**config.mk**
```make
export PLATFORM = sky130hd
export DESIGN_NAME = calc_top
export DESIGN_NICKNAME = d
export VERILOG_FILES = /design/src/hdl/calc_pkg.sv /design/src/hdl/calc_top.sv /design/src/hdl/calc_exc_pipe.sv /design/src/hdl/calc_comp_pipe.sv /design/src/hdl/calc_pipe_mul.sv /design/src/hdl/calc_pipe_int.sv /design/src/hdl/calc_issue.sv
export SDC_FILE = /design/constraint.sdc
export NUM_CORES = 2
export LEC_CHECK = 0
export BUFFER_PORTS_ARGS = -buffer_cell sky130_fd_sc_hd__buf_2
export CELL_PAD_IN_SITES_DETAIL_PLACEMENT = 0
export CELL_PAD_IN_SITES_GLOBAL_PLACEMENT = 1
export CORE_MARGIN = 2
export CORE_UTILIZATION = 45
export DETAILED_ROUTE_END_ITERATION = 7
export PLACE_DENSITY_LB_ADDON = 0.1
export SYNTH_ARGS = -nofsm -noshare
export SYNTH_HDL_FRONTEND = slang
export SYNTH_SLANG_ARGS = --single-unit
```
**constraint.sdc**
```tcl
create_clock -name clk_i -period 6.2 [get_ports clk_i]
set_clock_uncertainty 0.15 [all_clocks]
set_input_delay 0 -clock clk_i [delete_from_list [all_inputs] [get_ports clk_i]]
set_output_delay 0 -clock clk_i [all_outputs]
set_load 0.01 [all_outputs]
```
**src/hdl/calc_pkg.sv**
```systemverilog
package calc_pkg;

  localparam int data_width_c     = 32;
  localparam int reg_addr_width_c = 5;
  localparam int mul_half_width_c = data_width_c / 2;

  // Completion and exception pipe depth, and where things happen in it
  localparam int comp_stages_c  = 4;
  localparam int commit_stage_c = 2;
  localparam int wb_stage_c     = 3;
  localparam int mul_stage_c    = 3;

  typedef enum logic [2:0]
  {
    op_add  = 3'd0,
    op_sub  = 3'd1,
    op_and  = 3'd2,
    op_or   = 3'd3,
    op_xor  = 3'd4,
    op_slt  = 3'd5,
    op_mul  = 3'd6,
    op_rsvd = 3'd7
  } calc_op_e;

  typedef struct packed
  {
    logic                        v;
    calc_op_e                    op;
    logic [reg_addr_width_c-1:0] rs1_addr;
    logic [reg_addr_width_c-1:0] rs2_addr;
    logic [reg_addr_width_c-1:0] rd_addr;
    logic                        rs1_r_v;
    logic                        rs2_r_v;
    logic                        rd_w_v;
    logic [data_width_c-1:0]     rs1;
    logic [data_width_c-1:0]     rs2;
  } calc_dispatch_s;

  typedef struct packed
  {
    logic                        rd_w_v;
    logic [reg_addr_width_c-1:0] rd_addr;
    logic [data_width_c-1:0]     rd_data;
  } calc_wb_s;

  // flush is v and illegal together
  typedef struct packed
  {
    logic v;
    logic illegal;
    logic flush;
  } calc_commit_s;

endpackage
```
**src/hdl/calc_top.sv**
```systemverilog
`timescale 1ns/1ps

module calc_top (
  input  logic                     clk_i,
  input  logic                     rst_n_i,
  input  calc_pkg::calc_dispatch_s dispatch_pkt_i,
  output calc_pkg::calc_commit_s   commit_pkt_o,
  output calc_pkg::calc_wb_s       iwb_pkt_o
);

  calc_pkg::calc_dispatch_s                                       reservation;
  calc_pkg::calc_dispatch_s                                       reservation_n;
  calc_pkg::calc_wb_s [calc_pkg::comp_stages_c-1:0]               comp_match;
  logic [calc_pkg::comp_stages_c-1:0][calc_pkg::data_width_c-1:0] fwd_data;
  logic [calc_pkg::comp_stages_c-1:0]                             stage_v;
  logic [calc_pkg::data_width_c-1:0]                              int_data;
  logic [calc_pkg::data_width_c-1:0]                              mul_data;
  logic                                                           mul_v;
  logic                                                           int_illegal;
  logic                                                           flush;

  calc_issue u_issue (
    .clk_i           (clk_i),
    .rst_n_i         (rst_n_i),
    .dispatch_pkt_i  (dispatch_pkt_i),
    .flush_i         (flush),
    .comp_match_i    (comp_match),
    .fwd_data_i      (fwd_data),
    .reservation_o   (reservation),
    .reservation_n_o (reservation_n)
  );

  calc_pipe_int u_pipe_int (
    .reservation_i (reservation),
    .data_o        (int_data),
    .illegal_o     (int_illegal)
  );

  calc_pipe_mul u_pipe_mul (
    .clk_i         (clk_i),
    .rst_n_i       (rst_n_i),
    .reservation_i (reservation),
    .data_o        (mul_data),
    .v_o           (mul_v)
  );

  calc_comp_pipe u_comp_pipe (
    .clk_i           (clk_i),
    .rst_n_i         (rst_n_i),
    .reservation_n_i (reservation_n),
    .int_data_i      (int_data),
    .mul_data_i      (mul_data),
    .mul_v_i         (mul_v),
    .stage_v_i       (stage_v),
    .comp_match_o    (comp_match),
    .fwd_data_o      (fwd_data),
    .iwb_pkt_o       (iwb_pkt_o)
  );

  calc_exc_pipe u_exc_pipe (
    .clk_i           (clk_i),
    .rst_n_i         (rst_n_i),
    .reservation_n_i (reservation_n),
    .illegal_i       (int_illegal),
    .stage_v_o       (stage_v),
    .flush_o         (flush),
    .commit_pkt_o    (commit_pkt_o)
  );

endmodule

```
**src/hdl/calc_exc_pipe.sv**
```systemverilog
`timescale 1ns/1ps

module calc_exc_pipe (
  input  logic                                clk_i,
  input  logic                                rst_n_i,
  input  calc_pkg::calc_dispatch_s            reservation_n_i,
  input  logic                                illegal_i,
  output logic [calc_pkg::comp_stages_c-1:0]  stage_v_o,
  output logic                                flush_o,
  output calc_pkg::calc_commit_s              commit_pkt_o
);

  // Flags are only needed up to the commit stage
  logic [calc_pkg::comp_stages_c-1:0]  v_n;
  logic [calc_pkg::commit_stage_c:1]   illegal_n;
  logic [calc_pkg::commit_stage_c:0]   v_r;
  logic [calc_pkg::commit_stage_c:1]   illegal_r;

  always_comb
  begin
    v_n[0] = reservation_n_i.v;
    for (int i = 1; i < calc_pkg::comp_stages_c; i++)
      v_n[i] = v_r[i-1];

    // The ALU flags an illegal code on the way into stage 1
    illegal_n[1] = illegal_i;
    for (int i = 2; i <= calc_pkg::commit_stage_c; i++)
      illegal_n[i] = illegal_r[i-1];

    // Younger work dies, and the faulting instruction never reaches writeback
    for (int i = 0; i < calc_pkg::comp_stages_c; i++)
      v_n[i] &= ~flush_o;
  end

  always_ff @(posedge clk_i or negedge rst_n_i)
  begin
    if (!rst_n_i)
    begin
      v_r       <= '0;
      illegal_r <= '0;
    end
    else
    begin
      v_r       <= v_n[calc_pkg::commit_stage_c:0];
      illegal_r <= illegal_n;
    end
  end

  assign commit_pkt_o.v       = v_r[calc_pkg::commit_stage_c];
  assign commit_pkt_o.illegal = v_r[calc_pkg::commit_stage_c] &
                                illegal_r[calc_pkg::commit_stage_c];
  assign commit_pkt_o.flush   = commit_pkt_o.illegal;

  assign flush_o   = commit_pkt_o.flush;
  assign stage_v_o = v_n;

endmodule

```
**src/hdl/calc_comp_pipe.sv**
```systemverilog
`timescale 1ns/1ps

module calc_comp_pipe (
  input  logic                                                          clk_i,
  input  logic                                                          rst_n_i,
  input  calc_pkg::calc_dispatch_s                                      reservation_n_i,
  input  logic [calc_pkg::data_width_c-1:0]                             int_data_i,
  input  logic [calc_pkg::data_width_c-1:0]                             mul_data_i,
  input  logic                                                          mul_v_i,
  input  logic [calc_pkg::comp_stages_c-1:0]                            stage_v_i,
  output calc_pkg::calc_wb_s [calc_pkg::comp_stages_c-1:0]              comp_match_o,
  output logic [calc_pkg::comp_stages_c-1:0][calc_pkg::data_width_c-1:0] fwd_data_o,
  output calc_pkg::calc_wb_s                                            iwb_pkt_o
);

  // One extra next-state entry holds what leaves the last stage
  calc_pkg::calc_wb_s [calc_pkg::comp_stages_c:0]   comp_stage_n;
  calc_pkg::calc_wb_s [calc_pkg::comp_stages_c-1:0] comp_stage_r;

  always_comb
  begin
    comp_stage_n[0].rd_w_v  = reservation_n_i.rd_w_v;
    comp_stage_n[0].rd_addr = reservation_n_i.rd_addr;
    comp_stage_n[0].rd_data = '0;
    for (int i = 1; i <= calc_pkg::comp_stages_c; i++)
      comp_stage_n[i] = comp_stage_r[i-1];

    // Latencies are fixed, so only one pipe finishes per slot
    comp_stage_n[1].rd_data |= int_data_i;
    if (mul_v_i)
      comp_stage_n[calc_pkg::mul_stage_c].rd_data |= mul_data_i;

    // Flushed and illegal instructions lose their write
    for (int i = 0; i < calc_pkg::comp_stages_c; i++)
      comp_stage_n[i].rd_w_v &= stage_v_i[i];
  end

  always_ff @(posedge clk_i or negedge rst_n_i)
  begin
    if (!rst_n_i)
      comp_stage_r <= '0;
    else
      comp_stage_r <= comp_stage_n[calc_pkg::comp_stages_c-1:0];
  end

  always_comb
  begin
    for (int i = 0; i < calc_pkg::comp_stages_c; i++)
      fwd_data_o[i] = comp_stage_n[i+1].rd_data;
  end

  assign comp_match_o = comp_stage_r;
  assign iwb_pkt_o    = comp_stage_r[calc_pkg::wb_stage_c];

endmodule

```
**src/hdl/calc_pipe_mul.sv**
```systemverilog
`timescale 1ns/1ps

module calc_pipe_mul (
  input  logic                              clk_i,
  input  logic                              rst_n_i,
  input  calc_pkg::calc_dispatch_s          reservation_i,
  output logic [calc_pkg::data_width_c-1:0] data_o,
  output logic                              v_o
);

  logic [calc_pkg::mul_half_width_c-1:0] a_lo, a_hi, b_lo, b_hi;
  logic [calc_pkg::data_width_c-1:0]     p_ll, p_cross;
  logic [calc_pkg::data_width_c-1:0]     p_ll_r;
  logic [calc_pkg::mul_half_width_c-1:0] p_cross_r;
  logic [calc_pkg::data_width_c-1:0]     prod_r;
  logic [1:0]                            v_r;

  assign {a_hi, a_lo} = reservation_i.rs1;
  assign {b_hi, b_lo} = reservation_i.rs2;

  // Only the low word is kept, so the high-high product never contributes
  assign p_ll    = a_lo * b_lo;
  assign p_cross = a_lo * b_hi + a_hi * b_lo;

  // Reservation register is the first of three stages
  always_ff @(posedge clk_i)
  begin
    p_ll_r    <= p_ll;
    p_cross_r <= p_cross[calc_pkg::mul_half_width_c-1:0];
    prod_r    <= p_ll_r + {p_cross_r, {calc_pkg::mul_half_width_c{1'b0}}};
  end

  always_ff @(posedge clk_i or negedge rst_n_i)
  begin
    if (!rst_n_i)
      v_r <= '0;
    else
      v_r <= {v_r[0], reservation_i.v && (reservation_i.op == calc_pkg::op_mul)};
  end

  assign data_o = prod_r;
  assign v_o    = v_r[1];

endmodule

```
**src/hdl/calc_pipe_int.sv**
```systemverilog
`timescale 1ns/1ps

module calc_pipe_int (
  input  calc_pkg::calc_dispatch_s          reservation_i,
  output logic [calc_pkg::data_width_c-1:0] data_o,
  output logic                              illegal_o
);

  logic [calc_pkg::data_width_c-1:0] rs1;
  logic [calc_pkg::data_width_c-1:0] rs2;
  logic                              lt;

  assign rs1 = reservation_i.rs1;
  assign rs2 = reservation_i.rs2;
  assign lt  = $signed(rs1) < $signed(rs2);

  always_comb
  begin
    case (reservation_i.op)
      calc_pkg::op_add:
        data_o = rs1 + rs2;
      calc_pkg::op_sub:
        data_o = rs1 - rs2;
      calc_pkg::op_and:
        data_o = rs1 & rs2;
      calc_pkg::op_or:
        data_o = rs1 | rs2;
      calc_pkg::op_xor:
        data_o = rs1 ^ rs2;
      calc_pkg::op_slt:
        data_o = {{(calc_pkg::data_width_c-1){1'b0}}, lt};
      // mul is merged later from its own pipe
      default:
        data_o = '0;
    endcase
  end

  assign illegal_o = reservation_i.v && (reservation_i.op == calc_pkg::op_rsvd);

endmodule

```
**src/hdl/calc_issue.sv**
```systemverilog
`timescale 1ns/1ps

module calc_issue (
  input  logic                                                          clk_i,
  input  logic                                                          rst_n_i,
  input  calc_pkg::calc_dispatch_s                                      dispatch_pkt_i,
  input  logic                                                          flush_i,
  input  calc_pkg::calc_wb_s [calc_pkg::comp_stages_c-1:0]              comp_match_i,
  input  logic [calc_pkg::comp_stages_c-1:0][calc_pkg::data_width_c-1:0] fwd_data_i,
  output calc_pkg::calc_dispatch_s                                      reservation_o,
  output calc_pkg::calc_dispatch_s                                      reservation_n_o
);

  calc_pkg::calc_dispatch_s reservation_n;
  calc_pkg::calc_dispatch_s reservation_r;

  // Youngest matching stage wins, so walk from oldest to youngest
  function automatic logic [calc_pkg::data_width_c-1:0] bypass_sel(
    input logic [calc_pkg::reg_addr_width_c-1:0] addr,
    input logic                                  r_v,
    input logic [calc_pkg::data_width_c-1:0]     dispatch_data
  );
    logic [calc_pkg::data_width_c-1:0] sel;
    sel = dispatch_data;
    for (int i = calc_pkg::comp_stages_c - 1; i >= 0; i--)
    begin
      if (r_v && comp_match_i[i].rd_w_v && (comp_match_i[i].rd_addr == addr))
        sel = fwd_data_i[i];
    end
    return sel;
  endfunction

  always_comb
  begin
    reservation_n     = dispatch_pkt_i;
    reservation_n.v   = dispatch_pkt_i.v & ~flush_i;
    reservation_n.rs1 = bypass_sel(dispatch_pkt_i.rs1_addr, dispatch_pkt_i.rs1_r_v,
                                   dispatch_pkt_i.rs1);
    reservation_n.rs2 = bypass_sel(dispatch_pkt_i.rs2_addr, dispatch_pkt_i.rs2_r_v,
                                   dispatch_pkt_i.rs2);
  end

  always_ff @(posedge clk_i or negedge rst_n_i)
  begin
    if (!rst_n_i)
      reservation_r <= '0;
    else
      reservation_r <= reservation_n;
  end

  assign reservation_o   = reservation_r;
  assign reservation_n_o = reservation_n;

endmodule

```
# ---- Word-level counts from Yosys, hierarchy flattened
# Index checks and enable logic that the tools add are counted.
dict set report op_classes {
  addsub 4
  multipliers 3
  order_cmp 1
  n_eq_ne 15
  mux 10
  bitwise 15
  reduce_logical 19
}
# op n
set op_table {}
lappend op_table {{$mux 32} 9}
lappend op_table {{$pmux 32 s6} 1}
lappend op_table {{$add 32x32->32} 2}
lappend op_table {{$or 32x32->32} 2}
lappend op_table {{$eq 5x5->1} 8}
lappend op_table {{$and 32x32->32} 1}
lappend op_table {{$lt 32x32->1} 1}
lappend op_table {{$mul 16x16->16} 2}
lappend op_table {{$mul 16x16->32} 1}
lappend op_table {{$sub 32x32->32} 1}
lappend op_table {{$xor 32x32->32} 1}
lappend op_table {{$logic_and 1x1->1} 18}
lappend op_table {{$add 16x16->16} 1}
lappend op_table {{$eq 3x3->1 const B} 4}
lappend op_table {{$and 1x1->1} 10}
lappend op_table {{$eq 3x2->1 const B} 2}
lappend op_table {{$eq 3x1->1 const B} 1}
lappend op_table {{$logic_not 3->1} 1}
lappend op_table {{$not 1->1} 1}
dict set report totals {
  ff_bits 275
  input_bits 88
  out_inout_bits 41
  word_cells 88
}

# ---- Longest topological paths before layout
dict set report logic_depth {
  word_depth 6
  ltp_mapped 27
  depth_no_buf 25
}

# ---- Modules after synthesis
# A second synthesis with hierarchy kept.
dict set report unflattened {
  cells_unflattened 3836
  area_unflattened_um2 35207.5
}
# mod n_inst cells_per_inst area_each_um2 seq_area_each_um2
set modules_own_cells {}
lappend modules_own_cells {calc_pipe_mul 1 2013 18545.3 1651.6}
lappend modules_own_cells {calc_issue 1 566 5701.7 2152.1}
lappend modules_own_cells {calc_comp_pipe 1 443 5432.7 3002.9}
lappend modules_own_cells {calc_pipe_int 1 801 5345.1 0.0}
lappend modules_own_cells {calc_exc_pipe 1 13 182.7 125.1}

# ---- Worst setup path after synthesis
# Ideal clock, no wire load.
dict set report synth_path {
  path_kind {register -> register}
  startpoint {register u_issue.reservation_r, in the netlist u_issue.reservation_o[36]}
  endpoint {register u_pipe_mul.p_cross_r[13] in the netlist's numbering}
  setup_time_ns 0.072
  arrival_time_ns 6.552
  required_ns 5.978
  path_slack_ns -0.574
  path_stages_with_launch 28
  path_buffers 2
  period_less_slack_ns 6.774
  cell_sequence {dfrtp_1 > clkbuf_1 > clkinv_1 > clkbuf_1 > nor2_1 > fa_1 > inv_1 > fa_1 > fa_1 > inv_1 > ha_1 > inv_1 > fa_1 > inv_1 > fa_1 > inv_1 > fa_1 > inv_1 > fa_1 > ha_1 > a21boi_0 > o21ai_0 > a21boi_0 > o21a_1 > nor2_1 > a2bb2oi_1 > nor2b_1 > xnor2_1}
}
dict set report synth_between {
  elab_chain_len 2
}
# element line
set synth_rtl {}
lappend synth_rtl {{from (decl)} calc_issue.sv:15} ;# calc_pkg::calc_dispatch_s reservation_r;
lappend synth_rtl {{from (signal assigned)} calc_issue.sv:48} ;# reservation_r <= reservation_n;
lappend synth_rtl {{$mul 16x16->16} calc_pipe_mul.sv:23} ;# assign p_cross = a_lo * b_hi + a_hi * b_lo;
lappend synth_rtl {{$add 16x16->16} calc_pipe_mul.sv:23}
lappend synth_rtl {{net u_pipe_mul.p_cross, one bit} calc_pipe_mul.sv:12} ;# logic [calc_pkg::data_width_c-1:0] p_ll, p_cross;
lappend synth_rtl {{to (signal assigned)} calc_pipe_mul.sv:29} ;# p_cross_r <= p_cross[calc_pkg::mul_half_width_c-1:0];
lappend synth_rtl {{to (decl)} calc_pipe_mul.sv:14} ;# logic [calc_pkg::mul_half_width_c-1:0] p_cross_r;
# The timed path passes the listed nets, and every way through them passes these cells.

# ---- Worst setup path in the final report
dict set report layout_path {
  startpoint {register u_issue.reservation_r, in the netlist u_issue.reservation_o[7]}
  endpoint {register u_pipe_mul.p_cross_r[15] in the netlist's numbering}
}
# The elaborated chain is that of the path after synthesis.

==> key figures <==
Detailed routing
  • Via Count: 27.5k
  • Vias per cell: 5.47
  • TritonRoute pass-1 iters: 7
  • Antenna-violating nets left: 0
  • WL final: 124000 um
  • Initial DRC Count: 2304
  • Wirelength per Cell: 24.6 um
  • Post-detailed-route DRC marker count: 0

Setup path
  • Worst path arrival time: 6770 ps
  • Crit path required time: 6520 ps
  • Crit path depth: 23
  • CP peak stage delay: 560 ps
  • WS Path Type: reg2reg
  • WP buf/inv: 6
  • Critical path fanouts, max: 4
  • Startpoint class of the critical path: flop
  • R2R cell count: 23
  • Crit path capture type: flop
  • Sequence of cells on the critical path: buf_6, buf_4, nand2_1, fa_1, inv_1, fa_1, inv_1, fa_1, fa_1, fa_1, fa_1, inv_1, fa_1, fa_2, xnor2_2, xnor2_1, xnor2_1, xnor2_1, xnor2_1, xnor2_1, xnor2_1, buf_4, xnor2_1
  • Slowest cell on crit path: fa_1
  • CP top delay family: adder cells

Synthesis
  • Synthesized flop and latch total: 274
  • Netlist Area Pre-Place: 31300 um^2
  • EDFF count, synth: 0
  • Syn_nets: 4401
  • Syn Inst Count: 3626
  • Synth async-reset ratio: 0.708
  • Main synth FF type: dfrtp_1
  • Ys Warns: 0
  • Avg Synthesized Cell Area: 8.64 um^2
  • Post-synth cell types: 90
  • Seq/Total Area, Yosys: 0.206

Placed design
  • GP Congestion: 1.01
  • Hpwl dp: 100000 um
  • Area after DPL: 35600 um^2
  • Cells after DPL: 4881
  • Port bufs: 128

GRT
  • Vias in the first global route: 28.9k
  • Total grt overflow: 0
  • Total track usage: 0.351
  • Largest net degree at the start of global routing: 76
  • Initial antenna violation count: 6
  • First-pass GRT wire length: 184000 um

Clocking
  • Clock-pin slew on the worst setup and hold paths: 60 ps
  • Clock Tree Buf Depth: 3
  • Root Driver: clkbuf_16
  • Skew-Pair Late Insertion Delay: 590 ps
  • # clock sinks: 274
  • Num CTS Buffers: 35
  • Max H-tree Level: 2
  • CTS tree: yes

Layout
  • Post-route cell area: 38200 um^2
  • Fin cells: 5030
  • Nets: 4846
  • Syn-to-layout area delta: 22.1%
  • Most common cell after layout, fill and taps aside: inv_1
  • Fillers: 6403
  • Fraction of layout cells with a size suffix above 1: 0.191
  • Leading cell types in the layout, fill and taps excluded: inv_1 (533), nand2_1 (480), buf_4 (375), fa_1 (369), nor2_1 (368)

STA
  • RSZ-0062 raised after global routing: true
  • Maximum clock frequency: 155 MHz
  • Final cycle utilization of the critical path: 1.04
  • Slew headroom: 0.0922
  • Slew Viols, Final: 0
  • Measured slew at the worst slew-check pin: 1350 ps
  • Fin crit period: 6440 ps
  • Final setup vio count: 7
  • Fin. Hold Viols: 0
  • Fin Setup TNS: -947 ps
  • Fin worst setup slack: -244 ps

Floorplanning
  • Core area: 68700 um^2
  • Die Ht: 268 um
  • DIE WIDTH: 268 um
  • I/O pin total: 129
  • Number of cell rows: 96
  • DIE AREA: 71700 um^2
  • Initial Util: 0.456

Power
  • PD cells: 703 nW/um^2
  • Net load switching power: 12.2 mW
  • IR drop worst, VDD: 4010 uV
  • Switching Share: 0.455
  • P_leak: 19.6 nW
  • Flop pwr share: 0.102
  • Internal power: 14.6 mW
  • Clk pwr share: 0.085
  • Power share of the combinational group: 0.813

Status
  • Status: finished with violations
  • Failing checks: negative setup slack

Job
  • Maxcap violations: 0

Min path
  • Worst min-delay path class: in2reg
  • Hold path depth: 7
## worst register-to-register path: cells and delay by family, from the launching register on
family | cells | cell delay, ps
xor+xnor | 8 | 1140
fa+ha+maj | 8 | 3890
buf+inv | 6 | 580
flops | 1 | 500
simple gates | 1 | 80
## cell families (layout without fill, tap and decap cells)
kind of cell | count (synthesis) | in the layout | synth area share
AOI/OAI and AO/OA | 617 | 617 | 0.122
xor gates and xnor gates | 165 | 165 | 0.0461
adders and majority gates | 687 | 687 | 0.366
buffers and inverters | 776 | 1248 | 0.0983
DFF | 274 | 274 | 0.206
muxes | 81 | 81 | 0.0265
other | 0 | 1 | 0
and+or+nand+nor | 1026 | 1026 | 0.135
## state kept, by name, indices dropped and copies added, names as in the netlist
signal,cells
u_pipe_mul.p_ll_r,32
u_exc_pipe.illegal_r,2
u_pipe_mul.data_o,32
u_exc_pipe.v_r,3
u_comp_pipe.comp_match_o,120
u_pipe_mul.v_r,2
u_issue.reservation_o,67
u_pipe_mul.p_cross_r,16
## power groups by stage
stage / Sequential, mW / Clock (mW) / Combinational (mW)
6_report: 2.74 / 2.28 / 21.9
5_1_grt: 2.76 / 2.39 / 24.1
4_1_cts: 2.73 / 2.32 / 20.7
3_5_place_dp: 2.76 / 0 / 19.7
3_3_place_gp: 2.75 / 0 / 19.5
2_1_floorplan: 2.58 / 0 / 12.1
## path summary, 6_finish.rpt
check	slack (ps)	endpoint	startpoint
worst max-delay path	-240	u_pipe_mul.p_cross_r[15]	u_issue.reservation_o[7]
worst min-delay path	10	u_issue.reservation_o[13]	dispatch_pkt_i[13]
worst max register to register	-240	u_pipe_mul.p_cross_r[15]	u_issue.reservation_o[7]
worst min register to register	170	u_pipe_mul.data_o[11]	u_pipe_mul.p_ll_r[11]
max in group asynchronous	4470	u_issue.reservation_o[82]	rst_n_i
min in group asynchronous	460	u_comp_pipe.comp_match_o[44]	rst_n_i
## final cells by class
type                    count  area (um^2)  share of cell area
clock buffers              46          977              0.0256
well taps                 931         1160              0.0305
repair inverters            3         31.3            0.000818
repair buffers            605         4810               0.126
diodes                      1         2.50           0.0000655
inverters                 576         2220              0.0581
flip-flops and latches    274         6480               0.170
multi-input cells        2576        22300               0.582
clock inverters            18          280             0.00733
## Yosys cell counts, drive strengths merged, types with 12 or more instances
master | number | area [um^2]
xnor2 | 114 | 998
mux2i | 76 | 761
o31ai | 12 | 90.1
o21bai | 16 | 120
a21o | 56 | 420
a31oi | 12 | 75.1
dfxtp | 80 | 1600
nand2 | 482 | 1810
fa | 381 | 7630
nor3 | 33 | 170
clkbuf | 128 | 482
nor2b | 13 | 81.3
inv | 559 | 2100
nor2 | 389 | 1470
buf | 72 | 434
nand2b | 15 | 93.8
a211oi | 30 | 230
ha | 306 | 3830
a21oi | 137 | 689
xor2 | 51 | 447
o211ai | 12 | 90.1
dfrtp | 194 | 4850
clkinv | 17 | 63.8
nand3 | 21 | 105
o21ai | 242 | 1210
## stage by stage
stage / power (mW) / hold WS [ps] / setup WS (ps) / utilization
2_1_floorplan: 14.7 / -446 / -62.8 / -
3_3_place_gp: 22.3 / -95.7 / -448 / 0.518
3_5_place_dp: 22.4 / -88.4 / -449 / 0.518
4_1_cts: 25.7 / 8.25 / -258 / 0.551
5_1_grt: 29.2 / 67.3 / -468 / 0.556
6_report: 26.9 / 12.1 / -244 / 0.556
## per-layer routing
layer,routed length (um),vias up,GRT usage
met2,58000,1016,0.579
met1,52300,13900,0.471
li1,-,12400,-
met5,0,-,0
met4,4550,0,0.114
met3,8900,195,0.0612
## timing repair
action / CTS / global route
pin swaps: 29 / 38
endpoints found under the hold margin: 98 / 0
setup endpoints to repair: 14 / 16
resized for setup: 87 / 88
hold buffers: 51 / 0
gates cloned: 3 / 0
setup buffers: 23 / 9
Power figures use the tool's default switching activity.
